--- config.mk ---
export PLATFORM = sky130hd
export DESIGN_NAME = rvcDecoder
export DESIGN_NICKNAME = d
export VERILOG_FILES = /design/src/hw/rvcDecodePkg.sv /design/src/hw/rvcStageIf.sv /design/src/hw/rvcClassifyStage.sv /design/src/hw/rvcCreditCounter.sv /design/src/hw/rvcDecoder.sv /design/src/hw/rvcOperandStage.sv
export SDC_FILE = /design/constraint.sdc
export NUM_CORES = 1
export LEC_CHECK = 0
export ABC_AREA = 1
export BUFFER_PORTS_ARGS = -buffer_cell sky130_fd_sc_hd__buf_2
export CELL_PAD_IN_SITES_DETAIL_PLACEMENT = 1
export CELL_PAD_IN_SITES_GLOBAL_PLACEMENT = 1
export CORE_ASPECT_RATIO = 0.9
export CORE_UTILIZATION = 38
export CTS_CLUSTER_DIAMETER = 120
export CTS_CLUSTER_SIZE = 12
export DETAILED_ROUTE_END_ITERATION = 6
export GPL_TIMING_DRIVEN = 0
export HOLD_SLACK_MARGIN = 0.05
export PLACE_DENSITY = 0.75
export SYNTH_ARGS = -nofsm -noshare
export SYNTH_HDL_FRONTEND = slang
export SYNTH_SLANG_ARGS = --single-unit
--- constraint.sdc ---
create_clock -name clock -period 2.8 [get_ports clock]
set_clock_uncertainty 0.1 [all_clocks]
set_input_delay 0.7 -clock clock [delete_from_list [all_inputs] [get_ports clock]]
set_output_delay 0.7 -clock clock [all_outputs]
set_load 0.02 [all_outputs]
--- src/hw/rvcDecodePkg.sv ---
// --------------------------------------------------
// shared types and constants for the RVC decoder
// targets RV64 integer only; float register file is not decoded
// --------------------------------------------------
package rvcDecodePkg;

	// widths
	localparam int instrWidth = 16;
	localparam int regIndexWidth = 5;

	// fixed register numbers in plain x0..x31 numbering
	localparam int zeroReg = 0;
	localparam int linkReg = 1;
	localparam int stackReg = 2;

	// a 3-bit field x selects register compressedRegBase + x
	localparam int compressedRegBase = 8;

	typedef enum logic [3:0] {
		aluReg,
		aluImm,
		load,
		store,
		jump,
		jumpLink,
		branchEq,
		branchNe,
		brk,
		nop,
		invalid
	} opClassT;

	typedef enum logic [3:0] {
		add,
		addWord,
		sub,
		subWord,
		andOp,
		orOp,
		xorOp,
		shiftLeft,
		shiftRightLogic,
		shiftRightArith,
		move
	} aluFuncT;

	// word is 4 bytes, double is 8 bytes
	typedef enum logic {
		word,
		double
	} memSizeT;

	// register layout, picks how stage 2 forms rd, rs1 and rs2
	typedef enum logic [3:0] {
		regRegFull,
		regRegComp,
		immFull,
		immComp,
		loadStoreComp,
		stackLoad,
		stackStore,
		spAddImm,
		pcRel,
		branchComp,
		regJump,
		none
	} formatT;

	// immediate scramble selector
	typedef enum logic [3:0] {
		imm6Signed,
		imm6Zero,
		lui,
		addi16sp,
		addi4spn,
		offsetWord,
		offsetDouble,
		stackLoadWord,
		stackLoadDouble,
		stackStoreWord,
		stackStoreDouble,
		jumpOffset,
		branchOffset,
		noImm
	} immKindT;

endpackage

--- src/hw/rvcStageIf.sv ---
// --------------------------------------------------
// link from the classify stage to the operand stage
// payload is only meaningful while valid is high
// --------------------------------------------------
`timescale 1ns/1ps

interface rvcStageIf;

	logic valid;
	logic [rvcDecodePkg::instrWidth-1:0] instr;
	rvcDecodePkg::opClassT opClass;
	rvcDecodePkg::aluFuncT aluFunc;
	rvcDecodePkg::memSizeT memSize;
	rvcDecodePkg::formatT format;
	rvcDecodePkg::immKindT immKind;

	modport producer (
		output valid, instr, opClass, aluFunc, memSize, format, immKind
	);

	modport consumer (
		input valid, instr, opClass, aluFunc, memSize, format, immKind
	);

endinterface
--- src/hw/rvcClassifyStage.sv ---
// --------------------------------------------------
// stage 1: opcode match into class, function, layout and imm kind
// LUI and ADDI16SP with a zero immediate are not flagged as reserved
// --------------------------------------------------
`timescale 1ns/1ps

module rvcClassifyStage (
	input logic clock,
	input logic reset,
	input logic accept,
	input logic [rvcDecodePkg::instrWidth-1:0] inInstr,
	rvcStageIf.producer stage
);

	rvcDecodePkg::opClassT opClass;
	rvcDecodePkg::aluFuncT aluFunc;
	rvcDecodePkg::memSizeT memSize;
	rvcDecodePkg::formatT format;
	rvcDecodePkg::immKindT immKind;
	logic [2:0] funct3;
	logic rdZero;
	logic rs2Zero;

	assign funct3 = inInstr[15:13];
	assign rdZero = (inInstr[11:7] == 5'd0);
	assign rs2Zero = (inInstr[6:2] == 5'd0);

	always_comb begin
		opClass = rvcDecodePkg::invalid;
		aluFunc = rvcDecodePkg::add;
		memSize = rvcDecodePkg::word;
		format = rvcDecodePkg::none;
		immKind = rvcDecodePkg::noImm;

		case (inInstr[1:0])
			2'b00: begin
				case (funct3)
					3'b000: begin
						if (inInstr == '0) begin
							opClass = rvcDecodePkg::brk;
						end else begin
							opClass = rvcDecodePkg::aluImm;
							format = rvcDecodePkg::spAddImm;
							immKind = rvcDecodePkg::addi4spn;
						end
					end
					3'b010, 3'b011, 3'b110, 3'b111: begin
						opClass = funct3[2] ? rvcDecodePkg::store : rvcDecodePkg::load;
						memSize = funct3[0] ? rvcDecodePkg::double : rvcDecodePkg::word;
						format = rvcDecodePkg::loadStoreComp;
						immKind = funct3[0] ? rvcDecodePkg::offsetDouble
							: rvcDecodePkg::offsetWord;
					end
					// FLD, FSD and the reserved code stay invalid
					default: begin
					end
				endcase
			end
			2'b01: begin
				case (funct3)
					3'b000, 3'b001, 3'b010: begin
						opClass = rvcDecodePkg::aluImm;
						aluFunc = (funct3 == 3'b001) ? rvcDecodePkg::addWord
							: rvcDecodePkg::add;
						format = rvcDecodePkg::immFull;
						immKind = rvcDecodePkg::imm6Signed;
						if (funct3 == 3'b000 && rdZero) begin
							opClass = rvcDecodePkg::nop;
							format = rvcDecodePkg::none;
							immKind = rvcDecodePkg::noImm;
						end
					end
					3'b011: begin
						opClass = rvcDecodePkg::aluImm;
						format = rvcDecodePkg::immFull;
						// rd of x2 turns LUI into ADDI16SP
						immKind = (inInstr[11:7] == 5'd2) ? rvcDecodePkg::addi16sp
							: rvcDecodePkg::lui;
					end
					3'b100: begin
						case (inInstr[11:10])
							2'b00, 2'b01, 2'b10: begin
								opClass = rvcDecodePkg::aluImm;
								format = rvcDecodePkg::immComp;
								case (inInstr[11:10])
									2'b00: aluFunc = rvcDecodePkg::shiftRightLogic;
									2'b01: aluFunc = rvcDecodePkg::shiftRightArith;
									default: aluFunc = rvcDecodePkg::andOp;
								endcase
								immKind = (inInstr[11:10] == 2'b10) ? rvcDecodePkg::imm6Signed
									: rvcDecodePkg::imm6Zero;
							end
							default: begin
								opClass = rvcDecodePkg::aluReg;
								format = rvcDecodePkg::regRegComp;
								case ({inInstr[12], inInstr[6:5]})
									3'b000: aluFunc = rvcDecodePkg::sub;
									3'b001: aluFunc = rvcDecodePkg::xorOp;
									3'b010: aluFunc = rvcDecodePkg::orOp;
									3'b011: aluFunc = rvcDecodePkg::andOp;
									3'b100: aluFunc = rvcDecodePkg::subWord;
									3'b101: aluFunc = rvcDecodePkg::addWord;
									default: begin
										opClass = rvcDecodePkg::invalid;
										format = rvcDecodePkg::none;
									end
								endcase
							end
						endcase
					end
					3'b101: begin
						opClass = rvcDecodePkg::jump;
						format = rvcDecodePkg::pcRel;
						immKind = rvcDecodePkg::jumpOffset;
					end
					default: begin
						opClass = funct3[0] ? rvcDecodePkg::branchNe : rvcDecodePkg::branchEq;
						format = rvcDecodePkg::branchComp;
						immKind = rvcDecodePkg::branchOffset;
					end
				endcase
			end
			2'b10: begin
				case (funct3)
					3'b000: begin
						opClass = rvcDecodePkg::aluImm;
						aluFunc = rvcDecodePkg::shiftLeft;
						format = rvcDecodePkg::immFull;
						immKind = rvcDecodePkg::imm6Zero;
					end
					3'b010, 3'b011: begin
						opClass = rvcDecodePkg::load;
						memSize = funct3[0] ? rvcDecodePkg::double : rvcDecodePkg::word;
						format = rvcDecodePkg::stackLoad;
						immKind = funct3[0] ? rvcDecodePkg::stackLoadDouble
							: rvcDecodePkg::stackLoadWord;
					end
					3'b100: begin
						if (rs2Zero && rdZero) begin
							// reserved JR x0 and EBREAK both trap
							opClass = rvcDecodePkg::brk;
						end else if (rs2Zero) begin
							opClass = inInstr[12] ? rvcDecodePkg::jumpLink : rvcDecodePkg::jump;
							format = rvcDecodePkg::regJump;
						end else begin
							opClass = rvcDecodePkg::aluReg;
							aluFunc = inInstr[12] ? rvcDecodePkg::add : rvcDecodePkg::move;
							format = rvcDecodePkg::regRegFull;
						end
					end
					3'b110, 3'b111: begin
						opClass = rvcDecodePkg::store;
						memSize = funct3[0] ? rvcDecodePkg::double : rvcDecodePkg::word;
						format = rvcDecodePkg::stackStore;
						immKind = funct3[0] ? rvcDecodePkg::stackStoreDouble
							: rvcDecodePkg::stackStoreWord;
					end
					// FLDSP and FSDSP
					default: begin
					end
				endcase
			end
			// 32-bit encodings are handled elsewhere
			default: begin
				opClass = rvcDecodePkg::nop;
			end
		endcase
	end

	always_ff @(posedge clock) begin
		if (reset) begin
			stage.valid <= 1'b0;
		end else begin
			stage.valid <= accept;
		end
	end

	always_ff @(posedge clock) begin
		if (accept) begin
			stage.instr <= inInstr;
			stage.opClass <= opClass;
			stage.aluFunc <= aluFunc;
			stage.memSize <= memSize;
			stage.format <= format;
			stage.immKind <= immKind;
		end
	end

endmodule

--- src/hw/rvcCreditCounter.sv ---
// --------------------------------------------------
// credits mirror free slots in the downstream buffer
// downstream must not return more than it has received
// --------------------------------------------------
`timescale 1ns/1ps

module rvcCreditCounter #(
	parameter int numCredits = 4
) (
	input logic clock,
	input logic reset,
	input logic inValid,
	input logic creditReturn,
	output logic inReady,
	output logic accept
);

	localparam int countWidth = $clog2(numCredits + 1);

	logic [countWidth-1:0] creditCount;

	assign inReady = (creditCount != '0);

	// the only place the acceptance condition is formed
	assign accept = inValid && inReady;

	always_ff @(posedge clock) begin
		if (reset) begin
			creditCount <= countWidth'(numCredits);
		end else begin
			// spend and return in the same cycle cancel out
			if (accept && !creditReturn) begin
				creditCount <= creditCount - 1'b1;
			end else if (creditReturn && !accept) begin
				// saturate so a stray return cannot wrap the count
				if (creditCount != countWidth'(numCredits)) begin
					creditCount <= creditCount + 1'b1;
				end
			end
		end
	end

endmodule

--- src/hw/rvcDecoder.sv ---
// --------------------------------------------------
// RVC decoder top, two registered stages, credit flow control
// outValid follows an acceptance by exactly two cycles
// --------------------------------------------------
`timescale 1ns/1ps

module rvcDecoder #(
	parameter int immWidth = 32,
	parameter int numCredits = 4
) (
	input logic clock,
	input logic reset,
	input logic inValid,
	input logic [rvcDecodePkg::instrWidth-1:0] inInstr,
	output logic inReady,
	output logic outValid,
	output rvcDecodePkg::opClassT outOpClass,
	output rvcDecodePkg::aluFuncT outAluFunc,
	output rvcDecodePkg::memSizeT outMemSize,
	output logic [rvcDecodePkg::regIndexWidth-1:0] outRd,
	output logic [rvcDecodePkg::regIndexWidth-1:0] outRs1,
	output logic [rvcDecodePkg::regIndexWidth-1:0] outRs2,
	output logic [immWidth-1:0] outImm,
	input logic creditReturn
);

	logic accept;

	rvcStageIf stageLink ();

	rvcCreditCounter #(
		.numCredits(numCredits)
	) creditCounter (
		.clock(clock),
		.reset(reset),
		.inValid(inValid),
		.creditReturn(creditReturn),
		.inReady(inReady),
		.accept(accept)
	);

	rvcClassifyStage classifyStage (
		.clock(clock),
		.reset(reset),
		.accept(accept),
		.inInstr(inInstr),
		.stage(stageLink.producer)
	);

	rvcOperandStage #(
		.immWidth(immWidth)
	) operandStage (
		.clock(clock),
		.reset(reset),
		.stage(stageLink.consumer),
		.outValid(outValid),
		.outOpClass(outOpClass),
		.outAluFunc(outAluFunc),
		.outMemSize(outMemSize),
		.outRd(outRd),
		.outRs1(outRs1),
		.outRs2(outRs2),
		.outImm(outImm)
	);

endmodule

--- src/hw/rvcOperandStage.sv ---
// --------------------------------------------------
// stage 2: register numbers and extended immediate
// immWidth must be at least 21; registers unused by a format read as x0
// --------------------------------------------------
`timescale 1ns/1ps

module rvcOperandStage #(
	parameter int immWidth = 32
) (
	input logic clock,
	input logic reset,
	rvcStageIf.consumer stage,
	output logic outValid,
	output rvcDecodePkg::opClassT outOpClass,
	output rvcDecodePkg::aluFuncT outAluFunc,
	output rvcDecodePkg::memSizeT outMemSize,
	output logic [rvcDecodePkg::regIndexWidth-1:0] outRd,
	output logic [rvcDecodePkg::regIndexWidth-1:0] outRs1,
	output logic [rvcDecodePkg::regIndexWidth-1:0] outRs2,
	output logic [immWidth-1:0] outImm
);

	localparam int rawWidth = 20;
	localparam int rw = rvcDecodePkg::regIndexWidth;
	localparam logic [rw-1:0] regZero = rw'(rvcDecodePkg::zeroReg);
	localparam logic [rw-1:0] regLink = rw'(rvcDecodePkg::linkReg);
	localparam logic [rw-1:0] regStack = rw'(rvcDecodePkg::stackReg);

	logic [rvcDecodePkg::instrWidth-1:0] ins;
	logic [rw-1:0] fullHi;
	logic [rw-1:0] fullLo;
	logic [rw-1:0] compHi;
	logic [rw-1:0] compLo;
	logic [rw-1:0] rd;
	logic [rw-1:0] rs1;
	logic [rw-1:0] rs2;
	logic [rawWidth-1:0] immRaw;
	logic rs1Forced;

	assign ins = stage.instr;
	assign fullHi = ins[11:7];
	assign fullLo = ins[6:2];
	assign compHi = rw'(rvcDecodePkg::compressedRegBase) + rw'(ins[9:7]);
	assign compLo = rw'(rvcDecodePkg::compressedRegBase) + rw'(ins[4:2]);

	// LI and LUI read x0 instead of rd
	assign rs1Forced = (stage.immKind == rvcDecodePkg::lui)
		|| (ins[1:0] == 2'b01 && ins[15:13] == 3'b010);

	always_comb begin
		rd = regZero;
		rs1 = regZero;
		rs2 = regZero;
		case (stage.format)
			rvcDecodePkg::regRegFull: begin
				rd = fullHi;
				rs1 = fullHi;
				rs2 = fullLo;
			end
			rvcDecodePkg::regRegComp: begin
				rd = compHi;
				rs1 = compHi;
				rs2 = compLo;
			end
			rvcDecodePkg::immFull: begin
				rd = fullHi;
				rs1 = rs1Forced ? regZero : fullHi;
			end
			rvcDecodePkg::immComp: begin
				rd = compHi;
				rs1 = compHi;
			end
			rvcDecodePkg::loadStoreComp: begin
				rs1 = compHi;
				if (stage.opClass == rvcDecodePkg::load) begin
					rd = compLo;
				end else begin
					rs2 = compLo;
				end
			end
			rvcDecodePkg::stackLoad: begin
				rs1 = regStack;
				rd = fullHi;
			end
			rvcDecodePkg::stackStore: begin
				rs1 = regStack;
				rs2 = fullLo;
			end
			rvcDecodePkg::spAddImm: begin
				rs1 = regStack;
				rd = compLo;
			end
			rvcDecodePkg::branchComp: rs1 = compHi;
			rvcDecodePkg::regJump: begin
				rs1 = fullHi;
				rd = (stage.opClass == rvcDecodePkg::jumpLink) ? regLink : regZero;
			end
			// pcRel and none keep x0 everywhere
			default: begin
			end
		endcase
	end

	// every kind lands in 20 bits, unsigned kinds have a clear top bit
	always_comb begin
		case (stage.immKind)
			rvcDecodePkg::imm6Signed: immRaw = {{14{ins[12]}}, ins[12], ins[6:2]};
			rvcDecodePkg::imm6Zero: immRaw = {14'd0, ins[12], ins[6:2]};
			rvcDecodePkg::lui: immRaw = {{2{ins[12]}}, ins[12], ins[6:2], 12'd0};
			rvcDecodePkg::addi16sp: immRaw = {{10{ins[12]}}, ins[12], ins[4:3], ins[5],
				ins[2], ins[6], 4'd0};
			rvcDecodePkg::addi4spn: immRaw = {10'd0, ins[10:7], ins[12:11], ins[5], ins[6],
				2'd0};
			rvcDecodePkg::offsetWord: immRaw = {13'd0, ins[5], ins[12:10], ins[6], 2'd0};
			rvcDecodePkg::offsetDouble: immRaw = {12'd0, ins[6:5], ins[12:10], 3'd0};
			rvcDecodePkg::stackLoadWord: immRaw = {12'd0, ins[3:2], ins[12], ins[6:4], 2'd0};
			rvcDecodePkg::stackLoadDouble: immRaw = {11'd0, ins[4:2], ins[12], ins[6:5], 3'd0};
			rvcDecodePkg::stackStoreWord: immRaw = {12'd0, ins[8:7], ins[12:9], 2'd0};
			rvcDecodePkg::stackStoreDouble: immRaw = {11'd0, ins[9:7], ins[12:10], 3'd0};
			rvcDecodePkg::jumpOffset: immRaw = {{8{ins[12]}}, ins[12], ins[8], ins[10:9],
				ins[6], ins[7], ins[2], ins[11], ins[5:3], 1'b0};
			rvcDecodePkg::branchOffset: immRaw = {{11{ins[12]}}, ins[12], ins[6:5], ins[2],
				ins[11:10], ins[4:3], 1'b0};
			default: immRaw = '0;
		endcase
	end

	always_ff @(posedge clock) begin
		if (reset) begin
			outValid <= 1'b0;
		end else begin
			outValid <= stage.valid;
		end
	end

	always_ff @(posedge clock) begin
		if (stage.valid) begin
			outOpClass <= stage.opClass;
			outAluFunc <= stage.aluFunc;
			outMemSize <= stage.memSize;
			outRd <= rd;
			outRs1 <= rs1;
			outRs2 <= rs2;
			outImm <= {{(immWidth - rawWidth){immRaw[rawWidth-1]}}, immRaw};
		end
	end

endmodule

Yosys cells after proc, flatten, opt, wreduce, memory -nomap -nowiden --
Index checks and enable logic that the tools add are counted.
Word-level totals: flip-flop bits (word level) 82, input port bits 20, output and inout port bits 58, word-level logic and storage cells 156
Operators by class: $add $sub $neg 4, equal/unequal tests 43, muxes and demuxes 57, reductions and logical operators 36
Operators with widths (count):
- 20-bit case mux with 13 select lines | 1
- 4-bit two-way mux | 20
- 4-bit case mux with 4 select lines | 5
- 4-bit case mux with 2 select lines | 7
- 4-bit case mux with 3 select lines | 4
- 4-bit by 3-bit == test with 1-bit output (second input constant) | 9
- 4-bit == test (second input constant) | 7
- 5-bit case mux with 5 select lines | 1
- 4-bit by 2-bit == test with 1-bit output (second input constant) | 5
- 5-bit case mux with 4 select lines | 1
- 3-bit == test (second input constant) | 6
- 3-bit case mux with 6 select lines | 1
- 16-bit zero test | 1
- 3-bit by 2-bit == test with 1-bit output (second input constant) | 5
- 5-bit two-way mux | 3
- 5-bit case mux with 3 select lines | 1
- 2-bit OR reduction | 6
- 3-bit OR reduction | 4
- 4-bit by 3-bit adder with 5-bit output (first input constant) | 2
- 5-bit zero test | 2
- 3-bit two-way mux | 3
- 4-bit by 1-bit == test with 1-bit output (second input constant) | 2
- 4-bit zero test | 2
- 1-bit two-way mux | 8
- other kinds (18) | 34

Logic depth before layout (Yosys ltp) --
Gate-level depths: netlist of run 1.
word-level depth 6, gate-level depth with buffers 11

Cells and area by module --
From an unflattened synthesis of run 1, not the netlist that was laid out.
Second synthesis, totals: cell total of the unflattened synthesis 516, area, all modules 4372.9 um2
By module, submodules not included:
- rvcOperandStage | times used 1, cells an instance 290, area each 2364.8 um2, sequential area each 1281.2 um2
- rvcClassifyStage | times used 1, cells an instance 190, area each 1767.9 um2, sequential area each 1011.0 um2
- rvcCreditCounter | times used 1, cells an instance 36, area each 240.2 um2, sequential area each 60.1 um2

Least setup slack after synthesis of run 1 --
OpenSTA, ideal clock, no wires.
path type input -> register, start point in inValid, end point reg creditCounter.creditCount[2], data arrival time 2.542 ns, data required time 2.580 ns, setup slack 0.038 ns, stages 9, cell sequence nand2_1 -> inv_1 -> ha_1 -> inv_1 -> fa_1 -> xnor2_1 -> nand2_1 -> nand2_1 -> nand3_1
Between the ends: longest elaborated chain between the ends 5
Ends and longest elaborated chain:
- from (decl) | line rvcDecoder.sv:13 | input logic inValid,
- 1-bit logical AND * | line rvcCreditCounter.sv:25 | assign accept = inValid && inReady;
- net accept | line rvcDecoder.sv:27 | logic accept;
- 1-bit zero test | line rvcCreditCounter.sv:34 | end else if (creditReturn && !accept) begin
- 1-bit logical AND | line rvcCreditCounter.sv:34
- 2-bit nonzero test (no line)
- 2-bit AND reduction (no line)
- to (signal assigned) | line rvcCreditCounter.sv:29 | creditCount <= countWidth'(numCredits);
- to (signal assigned) | line rvcCreditCounter.sv:33 | creditCount <= creditCount - 1'b1;
- to (signal assigned) | line rvcCreditCounter.sv:37 | creditCount <= creditCount + 1'b1;
- to (decl) | line rvcCreditCounter.sv:20 | logic [countWidth-1:0] creditCount;
The timed path passes the listed nets; every way through them passes the cells marked *. A chain may end at the register's enable or synchronous reset.

Worst setup path in the final report of run 1 --
start point reg creditCounter.creditCount[1], end point reg creditCounter.creditCount[1]
Between the ends: longest elaborated chain between the ends 6
Ends and longest elaborated chain:
- 3-bit nonzero test * | line rvcCreditCounter.sv:22 | assign inReady = (creditCount != '0);
- 1-bit logical AND * | line rvcCreditCounter.sv:25
- net accept | line rvcDecoder.sv:27
- 1-bit zero test | line rvcCreditCounter.sv:34
- 1-bit logical AND | line rvcCreditCounter.sv:34
- 2-bit nonzero test (no line)
- 2-bit AND reduction (no line)
The timed path passes the listed nets; every way through them passes the cells marked *. The select of a mux whose other input is x is not followed.

==> results of run 1 <==
per-layer routing:
layer | GRT usage, % | vias up | share of wire [%] | wire length [um]
met5 | 0 | - | 0 | 0
met4 | 8.31 | 0 | 1.3 | 146
met3 | 3.95 | 12 | 4.1 | 460
met2 | 36.9 | 92 | 50 | 5600
met1 | 25.2 | 1671 | 45 | 5030
li1 | - | 1726 | - | -
area by class of cell:
type	count	area [um^2]	share of cell area (%)
sequential	80	2350	47.0
multi-input combinational	293	1440	28.8
timing repair buffer	77	385	7.70
inverter	66	251	5.02
clock buffer	9	225	4.50
tap	129	161	3.22
buffer	19	130	2.60
clock inverter	7	52.6	1.05
timing repair inverter	1	5.00	0.100
worst paths after layout:
kind	from	to	slack, ns	cells past startpoint
setup / recovery	creditCounter.creditCount[1]	creditCounter.creditCount[1]	0.31	8
setup reg to reg	creditCounter.creditCount[1]	creditCounter.creditCount[1]	0.31	8
hold reg to reg	classifyStage.stage.aluFunc[3]	operandStage.outAluFunc[3]	0.32	0
hold / removal	classifyStage.stage.aluFunc[3]	operandStage.outAluFunc[3]	0.32	0
worst register-to-register path, stage by stage, from the launching register on:
cell	delay (ns)
sky130_fd_sc_hd__dfxtp_1	0.33
sky130_fd_sc_hd__nor2_1	0.16
sky130_fd_sc_hd__nand2_1	0.09
sky130_fd_sc_hd__nand2_1	0.20
sky130_fd_sc_hd__clkinvlp_4	0.43
sky130_fd_sc_hd__ha_1	0.46
sky130_fd_sc_hd__a31oi_1	0.35
sky130_fd_sc_hd__o21ai_0	0.16
sky130_fd_sc_hd__a21oi_1	0.14
flip-flops by register name (all words and copies together), names as in the netlist, 3 cells and up:
register and cells:
operandStage.outRs1 5, classifyStage.stage.aluFunc 4, classifyStage.stage.opClass 4, operandStage.outOpClass 4
classifyStage.stage.immKind 4, classifyStage.stage.instr 16, operandStage.outAluFunc 4, operandStage.outImm 18
creditCounter.creditCount 3, operandStage.outRd 5, classifyStage.stage.format 4, operandStage.outRs2 5
power by group through the flow:
stage	Sequential, uW	Clock [uW]	Combinational, uW
3_3_place_gp	1560	0	547
4_1_cts	1540	1130	568
2_1_floorplan	1600	0	318
3_5_place_dp	1560	0	564
6_report	1540	1110	567
5_1_grt	1550	1170	633
what timing repair did:
item / in CTS / in global routing
endpoints found under the setup margin: 2 / 3
hold buffers: 0 / 0
resized for setup: 1 / 0
hold endpoints to repair: 0 / 0
buffers inserted: 0 / 0
gates cloned: 0 / 1
synthesized netlist by cell type (3+ instances only):
master	number
sky130_fd_sc_hd__dfxtp_1	5
sky130_fd_sc_hd__nor2_1	45
sky130_fd_sc_hd__o211ai_1	8
sky130_fd_sc_hd__buf_4	15
sky130_fd_sc_hd__a31oi_1	3
sky130_fd_sc_hd__ha_1	5
sky130_fd_sc_hd__o31ai_1	3
sky130_fd_sc_hd__o21ai_1	4
sky130_fd_sc_hd__nor2_2	4
sky130_fd_sc_hd__inv_2	5
sky130_fd_sc_hd__nor3_1	6
sky130_fd_sc_hd__inv_1	61
sky130_fd_sc_hd__nand4_1	10
sky130_fd_sc_hd__nand3_1	41
sky130_fd_sc_hd__a21oi_1	18
sky130_fd_sc_hd__edfxtp_1	75
sky130_fd_sc_hd__o21ai_0	33
sky130_fd_sc_hd__nand2_1	98
sky130_fd_sc_hd__nor2_4	4
kinds of logic after synthesis:
| group | Yosys count | share of synthesized area [%] |
|---|---|---|
| fa+ha+maj | 6 | 1.98 |
| xor+xnor | 1 | 0.210 |
| compound gates | 74 | 9.99 |
| simple gates | 212 | 22.4 |
| buf+inv | 85 | 9.06 |
| flops | 80 | 56.4 |
through the flow:
stage          power (uW)  cell area, um^2  cells
2_1_floorplan        1920             4170    458
3_3_place_gp         2100             4720    664
3_5_place_dp         2130             4720    664
4_1_cts              3240             5000    680
5_1_grt              3360             5010    681
6_report             3210             5010    681
==> out/qor_table.md, run 1 <==
| Group | Metric | Value |
|:---|:---|:---|
| drt | Vias after detailed routing | 3501 |
| die | Starting density of the core | 39.9% |
| logic synthesis | Synthesized area per cell | 9.11 um^2 |
| worst hold path | Worst hold path type | reg2reg |
| clock network | Maximum number of buffers from clock root to sink | 2 |
| die | Die height | 101 um |
| placed design | Pre-CTS setup slack | -0.525 ns |
| sta | Total count of max-transition violations in the final report | 0 |
| sta | RSZ-0062 raised after global routing | no |
| logic synthesis | Count of unique library cells instantiated by Yosys | 31 |
| layout | Fraction of final layout cells sized beyond drive strength 1 | 23.6% |
| clock network | TritonCTS clock tree | yes |
| drt | DRC | 0 |
| global routing | Total congestion overflow | 0 |
| setup path | Kind of cell adding the most delay to the critical path | compound AO/OA/AOI/OAI gates |
| global routing | Largest net degree at the start of global routing | 44 |
| die | Rows | 35 |
| power and ir drop | Standby leakage power | 0.00225 uW |
| setup path | Most numerous cell on the critical path | sky130_fd_sc_hd__nand2_1 |
| setup path | Buffers & Inverters on Critical Path | 1 |
| drt | Vias per std cell | 5.14 |
| power and ir drop | Switching power summed over all nets | 974 uW |
| setup path | Nature of the critical path startpoint | flip-flop |
| drt | Routed length per instance | 16.5 um |
| logic synthesis | Combined area of all synthesized cells | 0.00417 mm^2 |
| sta | Count of final setup violators | 0 |
| logic synthesis | Post-synthesis cell count | 458 |
| global routing | Initial antenna violation count | 0 |
| layout | Count of nets after finishing | 573 |
| clock network | Clk Tree Root Cell | sky130_fd_sc_hd__clkbuf_16 |
| power and ir drop | Pwr Density | 642 mW/mm^2 |
| setup path | Cells traversed along the worst timing path | nor2_1 > nand2_1 > nand2_1 > clkinvlp_4 > ha_1 > a31oi_1 > o21ai_0 > a21oi_1 |
| placed design | GPL Wtd Cong | 0.893 |
| global routing | GRT Total Usage | 20.8% |
| global routing | Number of global-route vias before repair | 3534 |
| power and ir drop | VDD IR-drop max | 0.266 mV |
| power and ir drop | Relative contribution of sequential cells to total power | 47.8% |
| logic synthesis | Async set-or-reset flop fraction in the synthesized netlist | 0% |
| sta | Relative max-transition margin | 30.5% |
| drt | Starting DRT DRC Count | 154 |
| flow run | Number of max-capacitance violations reported | 0 |
| global routing | First-pass GRT wire length | 17.9 mm |
| setup path | Crit path capture type | flip-flop |
| setup path | Critical path class | reg2reg |
| clock network | Register clock-pin slew on the reported worst setup and hold paths | 0.06 ns |
| power and ir drop | Clock network fraction of total power | 34.6% |
| sta | Timing-limited maximum frequency | 402 MHz |
| logic synthesis | Number of enable-type register cells in the synthesized netlist | 75 |
| clock network | Clock sink count | 80 |
| sta | Worst hold slack | 0.319 ns |
| layout | ANT cells | 0 |
| logic synthesis | Sequential element share of the synthesized area | 56.4% |
| sta | Shortest clock period the worst path allows after layout | 2.49 ns |
| setup path | Worst path required time | 2.97 ns |
| logic synthesis | Share of the synthesized area in the top cell type | 54.0% |
| die | Width of the chip | 112 um |
| logic synthesis | Synth Warn # | 0 |
| drt | DRT antenna net count | 0 |
| drt | Drt total wl | 11.2 mm |
| logic synthesis | Most used flip-flop cell after synthesis | sky130_fd_sc_hd__edfxtp_1 |
| status | Result of the run | complete, no violations |
| clock network | Number of buffers created by CTS | 9 |
| layout | Syn-to-layout area delta | 20.0% |
| logic synthesis | Yosys reg bits | 80 |
| sta | Period utilization | 88.8% |
| layout | Commonest cells after routing, fill and taps aside | sky130_fd_sc_hd__nand2_1, sky130_fd_sc_hd__buf_2, sky130_fd_sc_hd__edfxtp_1, sky130_fd_sc_hd__inv_1, sky130_fd_sc_hd__nor2_1 |
| logic synthesis | Largest cells by area after synthesis | sky130_fd_sc_hd__edfxtp_1, sky130_fd_sc_hd__nand2_1, sky130_fd_sc_hd__inv_1, sky130_fd_sc_hd__nand3_1, sky130_fd_sc_hd__nor2_1 |
| setup path | Worst endpoint data arrival time | 2.65 ns |
| sta | Final hold violations | 0 |
| logic synthesis | Net count after synthesis | 484 |
| sta | Slew at the pin closest to its max-slew limit | 1.04 ns |
| clock network | CTS HTree Levels | 3 |
| power and ir drop | Part of the total power dissipated in combinational logic | 17.6% |
| sta | Least setup slack across all paths after layout | 0.313 ns |
| die | Area of the core region | 0.0105 mm^2 |
| layout | Fraction of the core area covered by cells at the end of the flow | 47.8% |
| power and ir drop | Sw Share | 30.3% |
| clock network | Clock latency at the later pin of the worst-skew pair | 0.34 ns |
| setup path | Slowest cell on the critical path | sky130_fd_sc_hd__ha_1 |
| logic synthesis | Largest area contributor in the netlist | sky130_fd_sc_hd__edfxtp_1 |
| die | Ports placed on the boundary | 78 |
| sta | Total negative slack | 0 ns |
| layout | Fill cell total of the finished layout | 1271 |
| power and ir drop | Internal power component | 2240 uW |
| placed design | Port Buf Inserts | 77 |
| setup path | Largest stage delay, worst path | 0.45 ns |
| die | Total Die Area | 0.0114 mm^2 |
| drt | Drt pass-1 iters | 5 |
| setup path | Critical path peak fanout | 17 |
| placed design | Detail Placement HPWL | 8.58 mm |
| layout | Most common library cell in the layout ignoring fill and taps | sky130_fd_sc_hd__nand2_1 |
Note: power is estimated with default switching activity, not from simulation.
==> run 2: changes to the inputs <==
--- a/config.mk
+++ b/config.mk
@@ -7,16 +7,14 @@
 export LEC_CHECK = 0
 export ABC_AREA = 1
 export BUFFER_PORTS_ARGS = -buffer_cell sky130_fd_sc_hd__buf_2
-export CELL_PAD_IN_SITES_DETAIL_PLACEMENT = 1
-export CELL_PAD_IN_SITES_GLOBAL_PLACEMENT = 1
 export CORE_ASPECT_RATIO = 0.9
-export CORE_UTILIZATION = 38
+export CORE_UTILIZATION = 45
 export CTS_CLUSTER_DIAMETER = 120
 export CTS_CLUSTER_SIZE = 12
 export DETAILED_ROUTE_END_ITERATION = 6
 export GPL_TIMING_DRIVEN = 0
 export HOLD_SLACK_MARGIN = 0.05
-export PLACE_DENSITY = 0.75
+export PLACE_DENSITY = 0.68
 export SYNTH_ARGS = -nofsm -noshare
 export SYNTH_HDL_FRONTEND = slang
 export SYNTH_SLANG_ARGS = --single-unit
==> run 2 against run 1 <==
Final area is 2.0% lower. Non-clock buffer count is 1 higher. Sequential cell count stayed put. Register-to-register slack better by 0.13 ns. Global-route usage is 0.58 points higher. Utilization is 8.1 points higher. Largest power group unchanged. Worst setup slack better by 0.13 ns. First-iteration DRC count is 62% higher. Wire length is 12% lower.
==> out/qor_table.md, run 2 (synthesis results as in run 1) <==
| Group | Metric | Value |
|:---|:---|:---|
| die | Area of the core region | 0.00877 mm^2 |
| sta | Period utilization | 84.2% |
| layout | Max reg flops | 18 |
| power and ir drop | Standby leakage power | 0.00220 uW |
| layout | Most common library cell in the layout ignoring fill and taps | sky130_fd_sc_hd__nand2_1 |
| clock network | Clock latency at the later pin of the worst-skew pair | 0.34 ns |
| global routing | Largest net degree at the start of global routing | 35 |
| worst hold path | Worst hold stages | 0 |
| layout | Fraction of the core area covered by cells at the end of the flow | 56.0% |
| sta | Least setup slack across all paths after layout | 0.443 ns |
| clock network | Number of buffers created by CTS | 9 |
| layout | Count of nets after finishing | 574 |
| layout | Largest registers | operandStage.outImm: 18 flops, classifyStage.stage.instr: 16 flops |
| layout | Fraction of final layout cells sized beyond drive strength 1 | 23.1% |
| global routing | Initial antenna violation count | 0 |
| worst hold path | Endpoint, Worst Hold | operandStage.outMemSize |
| layout | Commonest cells after routing, fill and taps aside | sky130_fd_sc_hd__nand2_1, sky130_fd_sc_hd__buf_2, sky130_fd_sc_hd__edfxtp_1, sky130_fd_sc_hd__inv_1, sky130_fd_sc_hd__nor2_1 |
| setup path | Critical path class | reg2reg |
| status | Result of the run | complete, no violations |
| global routing | Total congestion overflow | 0 |
| placed design | Port Buf Inserts | 77 |
| layout | Syn-to-layout area delta | 17.6% |
| die | Total Die Area | 0.00966 mm^2 |
| layout | Cell Count, Final, Fillers Out | 672 |
| setup path | Reg2Reg Capture Point | creditCounter.creditCount[2] |
| die | Rows | 32 |
| drt | Drt total wl | 9.93 mm |
| placed design | Pre-CTS setup slack | -0.444 ns |
| die | Width of the chip | 104 um |
| worst hold path | Worst hold path type | reg2reg |
| setup path | Worst endpoint data arrival time | 2.49 ns |
| clock network | Maximum number of buffers from clock root to sink | 2 |
| worst hold path | Start point of the worst min-delay path | classifyStage.stage.memSize |
| setup path | Reg2Reg Setup Slack | 0.44 ns |
| setup path | Number of cells on the worst reg-to-reg path | 9 |
| setup path | Crit path capture type | flip-flop |
| die | Die height | 93.4 um |
| setup path | Worst path required time | 2.94 ns |
| sta | Relative max-transition margin | 49.9% |
| sta | RSZ-0062 raised after global routing | no |
| layout | Register containing the most flip-flops in the final layout | operandStage.outImm |
| clock network | Clock sink count | 80 |
| clock network | CTS HTree Levels | 3 |
| drt | Drt pass-1 iters | 5 |
| setup path | Nature of the critical path startpoint | flip-flop |
| power and ir drop | Pwr Density | 580 mW/mm^2 |
| sta | Total count of max-transition violations in the final report | 0 |
| power and ir drop | VDD IR-drop max | 0.372 mV |
| drt | Routed length per instance | 14.8 um |
| clock network | TritonCTS clock tree | yes |
| drt | Vias per std cell | 5.16 |
| placed design | Detail Placement HPWL | 7.60 mm |
| die | Ports placed on the boundary | 78 |
| drt | DRT antenna net count | 0 |
| sta | Shortest clock period the worst path allows after layout | 2.36 ns |
| placed design | GPL Wtd Cong | 0.967 |
| sta | Slew at the pin closest to its max-slew limit | 0.748 ns |
| sta | Final hold violations | 0 |
| die | Starting density of the core | 47.6% |
| drt | Starting DRT DRC Count | 250 |
| flow run | Number of max-capacitance violations reported | 0 |
| placed design | Number of placed instances with taps included | 655 |
| drt | Vias after detailed routing | 3470 |
| clock network | Clk Tree Root Cell | sky130_fd_sc_hd__clkbuf_8 |
| setup path | Critical path peak fanout | 17 |
| global routing | First-pass GRT wire length | 15.8 mm |
| sta | Timing-limited maximum frequency | 424 MHz |
| layout | ANT cells | 0 |
| sta | Count of final setup violators | 0 |
| global routing | Number of global-route vias before repair | 3111 |
| layout | Fill cell total of the finished layout | 828 |
| global routing | GRT Total Usage | 21.4% |
| setup path | Reg-to-reg critical path startpoint | creditCounter.creditCount[1] |
| drt | DRC | 0 |
| clock network | Register clock-pin slew on the reported worst setup and hold paths | 0.08 ns |
[run 2: critical path, cell delays in order (launching register included)]
cell and delay (ns):
sky130_fd_sc_hd__dfxtp_1 0.33, sky130_fd_sc_hd__nor2_1 0.16, sky130_fd_sc_hd__nand2_1 0.08, sky130_fd_sc_hd__nand2_1 0.18, sky130_fd_sc_hd__clkinvlp_4 0.40, sky130_fd_sc_hd__ha_1 0.44, sky130_fd_sc_hd__a31oi_1 0.34, sky130_fd_sc_hd__nand2_1 0.09
sky130_fd_sc_hd__nand2_1 0.07, sky130_fd_sc_hd__nand3_1 0.06
[run 2: worst max path at each step]
stage	from	slack, ns	end	depth (start not counted)
after floorplan	inValid	0.04	creditCounter.creditCount[2]	9
after global placement	inValid	-0.37	creditCounter.creditCount[2]	10
after detailed placement	inValid	-0.44	creditCounter.creditCount[2]	10
after CTS	creditCounter.creditCount[1]	0.15	creditCounter.creditCount[2]	9
after global routing	creditCounter.creditCount[1]	0.18	creditCounter.creditCount[2]	9
final	creditCounter.creditCount[1]	0.44	creditCounter.creditCount[2]	9
[run 2: power breakdown]
part	switching [uW]	internal (uW)	leakage (uW)
clock network	430	326	0.0000828
logic	386	182	0.00135
registers	69.5	1450	0.000771
total	886	1960	0.00220
[run 2: final cells by class]
type                            count  area, um^2  area share, %
Tap cell                          119         149           3.03
Clock inverter                      6        41.3          0.842
Multi-Input combinational cell    293        1440           29.4
Sequential cell                    80        2350           48.0
Timing Repair Buffer               78         405           8.26
Timing Repair inverter              1        5.00          0.102
Clock buffer                       10         128           2.60
Inverter                           66         251           5.13
Buffer                             19         130           2.65
[run 2: per-stage QoR]
| step | hold slack [ns] | area, um^2 | total power (uW) | setup TNS [ns] |
|---|---|---|---|---|
| final | 0.327 | 4910 | 2840 | 0 |
| after global routing | 0.327 | 4910 | 3000 | 0 |
| after CTS | 0.326 | 4900 | 2870 | 0 |
| after detailed placement | 0.306 | 4730 | 2110 | -0.784 |
| after global placement | 0.300 | 4710 | 2100 | -0.551 |
| after floorplan | 0.300 | 4170 | 1920 | 0 |
[run 2: what timing repair did]
action | CTS | global route
gates resized for setup | 1 | 0
endpoints found under the setup margin | 1 | 2
hold buffers | 0 | 0
setup buffers | 0 | 0
gates cloned | 0 | 1
endpoints found under the hold margin | 0 | 0
[run 2: routing by layer]
layer	up-vias	wire (um)	global-route usage [%]
met2	146	4500	33.7
met1	1591	4550	29.1
met4	0	197	7.37
li1	1719	-	-
met5	-	0	0
met3	14	682	4.81
==> run 3: changes to the inputs <==
--- a/config.mk
+++ b/config.mk
@@ -5,7 +5,7 @@
 export SDC_FILE = /design/constraint.sdc
 export NUM_CORES = 1
 export LEC_CHECK = 0
-export ABC_AREA = 1
+export ABC_AREA = 0
 export BUFFER_PORTS_ARGS = -buffer_cell sky130_fd_sc_hd__buf_2
 export CORE_ASPECT_RATIO = 0.9
 export CORE_UTILIZATION = 45
==> constraint.sdc (replaced) <==
create_clock -name clock -period 2.1 [get_ports clock]
set_clock_uncertainty 0.1 [all_clocks]
set_input_delay 0.525 -clock clock [delete_from_list [all_inputs] [get_ports clock]]
set_output_delay 0.525 -clock clock [all_outputs]
set_load 0.02 [all_outputs]
==> run 3 against run 2 <==
Count of clock-buffer cells in the layout is 1 higher. Sequential cell count stayed put. Final area is 6.4% higher. First-iteration DRC count is 6.0% lower. Clock power is 61% higher. Wire length is 6.0% higher. Sequential share of layout area is 2.8 points lower.
==> out/qor_table.md, run 3 <==
| Group | Metric | Value |
|:---|:---|:---|
| status | Result of the run | complete, no violations |
| layout | Commonest cells after routing, fill and taps aside | sky130_fd_sc_hd__edfxtp_1, sky130_fd_sc_hd__buf_2, sky130_fd_sc_hd__nor2_1, sky130_fd_sc_hd__nand2_1, sky130_fd_sc_hd__o21ai_0 |
| worst hold path | Start point of the worst min-delay path | inInstr[7] |
| sta | Slew at the pin closest to its max-slew limit | 0.890 ns |
| placed design | Port Buf Inserts | 77 |
| sta | RSZ-0062 raised after global routing | yes |
| sta | Total negative slack | 0 ns |
| setup path | Crit path capture type | flip-flop |
| sta | Relative max-transition margin | 40.1% |
| clock network | Hold_buf cts | 0 |
| clock network | TritonCTS clock tree | yes |
| layout | Max reg flops | 18 |
| worst hold path | Worst hold stages | 1 |
| clock network | Register clock-pin slew on the reported worst setup and hold paths | 0.09 ns |
| logic synthesis | Synthesized area per cell | 10.2 um^2 |
| logic synthesis | Most instantiated cells after synthesis | sky130_fd_sc_hd__edfxtp_1, sky130_fd_sc_hd__nor2_1, sky130_fd_sc_hd__nand2_1, sky130_fd_sc_hd__o21ai_0 |
| die | Total Die Area | 0.0100 mm^2 |
| setup path | Worst endpoint data arrival time | 2.15 ns |
| logic synthesis | Share of the synthesized area in the top cell type | 52.1% |
| logic synthesis | Combined area of all synthesized cells | 0.00432 mm^2 |
| setup path | Reg-to-reg critical path startpoint | creditCounter.creditCount[2] |
| die | Die height | 95.0 um |
| drt | DRT antenna net count | 0 |
| global routing | Initial antenna violation count | 0 |
| setup path | Critical path peak fanout | 7 |
| clock network | Clock latency at the later pin of the worst-skew pair | 0.35 ns |
| setup path | Reg2Reg Capture Point | creditCounter.creditCount[1] |
| die | Starting density of the core | 46.9% |
| setup path | Nature of the critical path startpoint | input pin |
| die | Ports placed on the boundary | 78 |
| clock network | CTS HTree Levels | 3 |
| clock network | Number of buffers created by CTS | 9 |
| sta | Shortest clock period the worst path allows after layout | 2.05 ns |
| setup path | Number of cells on the worst reg-to-reg path | 8 |
| global routing | GRT Total Usage | 21.5% |
| flow run | Number of max-capacitance violations reported | 0 |
| drt | Drt total wl | 10.5 mm |
| logic synthesis | Most used flip-flop cell after synthesis | sky130_fd_sc_hd__edfxtp_1 |
| logic synthesis | Largest area contributor in the netlist | sky130_fd_sc_hd__edfxtp_1 |
| logic synthesis | Most repeated cell in the gate-level netlist after synthesis | sky130_fd_sc_hd__edfxtp_1 |
| power and ir drop | Standby leakage power | 0.00205 uW |
| drt | Vias per std cell | 5.70 |
| drt | Drt pass-1 iters | 5 |
| logic synthesis | Number of enable-type register cells in the synthesized netlist | 75 |
| drt | Vias after detailed routing | 3683 |
| global routing | First-pass GRT wire length | 16.4 mm |
| sta | Total count of max-transition violations in the final report | 0 |
| layout | Fraction of final layout cells sized beyond drive strength 1 | 26.3% |
| drt | DRC | 0 |
| logic synthesis | Yosys reg bits | 80 |
| power and ir drop | VDD IR-drop max | 0.433 mV |
| layout | Syn-to-layout area delta | 20.8% |
| drt | Starting DRT DRC Count | 235 |
| power and ir drop | Pwr Density | 756 mW/mm^2 |
| die | Rows | 33 |
| die | Width of the chip | 105 um |
| placed design | GPL Wtd Cong | 0.973 |
| worst hold path | Worst hold path type | in2reg |
| sta | Period utilization | 97.6% |
| worst hold path | Endpoint, Worst Hold | classifyStage.stage.instr[7] |
| global routing | Largest net degree at the start of global routing | 35 |
| sta | Timing-limited maximum frequency | 488 MHz |
| placed design | Detail Placement HPWL | 7.48 mm |
| setup path | Critical path class | in2reg |
| global routing | Total congestion overflow | 0 |
| sta | Count of final setup violators | 0 |
| logic synthesis | Largest cells by area after synthesis | sky130_fd_sc_hd__edfxtp_1, sky130_fd_sc_hd__nor2_1, sky130_fd_sc_hd__nand2_1, sky130_fd_sc_hd__o21ai_0, sky130_fd_sc_hd__a21oi_1 |
| clock network | Clk Tree Root Cell | sky130_fd_sc_hd__clkbuf_8 |
| clock network | Maximum number of buffers from clock root to sink | 2 |
| layout | Largest registers | operandStage.outImm: 18 flops, classifyStage.stage.instr: 16 flops |
| layout | ANT cells | 0 |
| logic synthesis | Async set-or-reset flop fraction in the synthesized netlist | 0% |
| global routing | Number of global-route vias before repair | 3274 |
| layout | Count of nets after finishing | 545 |
| setup path | Worst path required time | 2.20 ns |
| logic synthesis | Net count after synthesis | 450 |
| sta | Final hold violations | 0 |
| layout | Register containing the most flip-flops in the final layout | operandStage.outImm |
| die | Area of the core region | 0.00921 mm^2 |
| logic synthesis | Count of unique library cells instantiated by Yosys | 65 |
| logic synthesis | Synth Warn # | 0 |
| logic synthesis | Post-synthesis cell count | 424 |
| drt | Routed length per instance | 16.3 um |
| power and ir drop | Tot Pwr | 3950 uW |
| logic synthesis | Sequential element share of the synthesized area | 54.4% |
| clock network | Clock sink count | 80 |
| setup path | Reg2Reg Setup Slack | 0.10 ns |
-- run 3: metrics by stage --
stage	hold WS, ns	std cells	setup slack [ns]	area (um^2)	util [%]
3_5_place_dp	0.305	624	-0.415	4900	53.2
4_1_cts	0.265	644	0.0125	5150	55.9
6_report	0.241	646	0.0513	5220	56.7
3_3_place_gp	0.301	623	-0.377	4880	53.0
5_1_grt	0.241	646	-0.00721	5220	56.7
2_1_floorplan	0.300	424	-0.0678	4340	-
-- run 3: critical path, stage by stage --
cell                       delay [ns]
sky130_fd_sc_hd__buf_4           0.15
sky130_fd_sc_hd__or3_4           0.34
sky130_fd_sc_hd__or3_4           0.41
sky130_fd_sc_hd__o31a_1          0.35
sky130_fd_sc_hd__o221ai_2        0.24
sky130_fd_sc_hd__o21bai_1        0.14
-- run 3: final cells by class --
type,instances,area (um^2)
repair buffers,87,482
plain buffers,39,204
clock inverters,5,81.3
fillers,816,3990
clock buffers,11,131
flip-flops and latches,80,2360
multi-input cells,284,1740
well taps,122,153
inverters,18,67.6
-- run 3: worst max path at each step --
stage               slack, ns                             end  cells past startpoint                      startpoint
finish                   0.05  classifyStage.stage.opClass[3]                      6                     inInstr[10]
CTS                      0.01          operandStage.outRs1[3]                      5  classifyStage.stage.immKind[2]
global placement        -0.38  classifyStage.stage.opClass[3]                      7                     inInstr[10]
detailed placement      -0.42    creditCounter.creditCount[2]                      8                         inValid
floorplan               -0.07  classifyStage.stage.opClass[3]                      6                      inInstr[7]
global route           -0.007          operandStage.outImm[3]                      6  classifyStage.stage.immKind[3]
-- run 3: cell families (layout without fill, tap and decap cells) --
group	Yosys count	in the layout	share of synthesized area [%]
xor+xnor	4	4	0.811
compound gates	116	116	18.0
fa+ha+maj	6	6	1.91
simple gates	153	154	17.3
buf+inv	61	160	6.54
mux	4	4	0.956
flops	80	80	54.4
-- run 3: per-layer routing --
layer	track usage [%]	up-vias	share of wire [%]
met4	9.04	0	2.7
met3	4.21	28	7.9
met2	35.9	181	48
met5	0	-	0
met1	27.6	1724	42
li1	-	1750	-
-- run 3: repair_timing --
item	CTS	global route
gates resized for setup	2	20
buffers inserted	3	6
gates cloned	1	0
pin swaps	1	5
endpoints found under the setup margin	9	27
-- run 3: report_power, final --
part	switching [uW]	total, uW	internal, uW
combinational	469	752	283
sequential	80.6	1970	1890
clock	554	1220	671
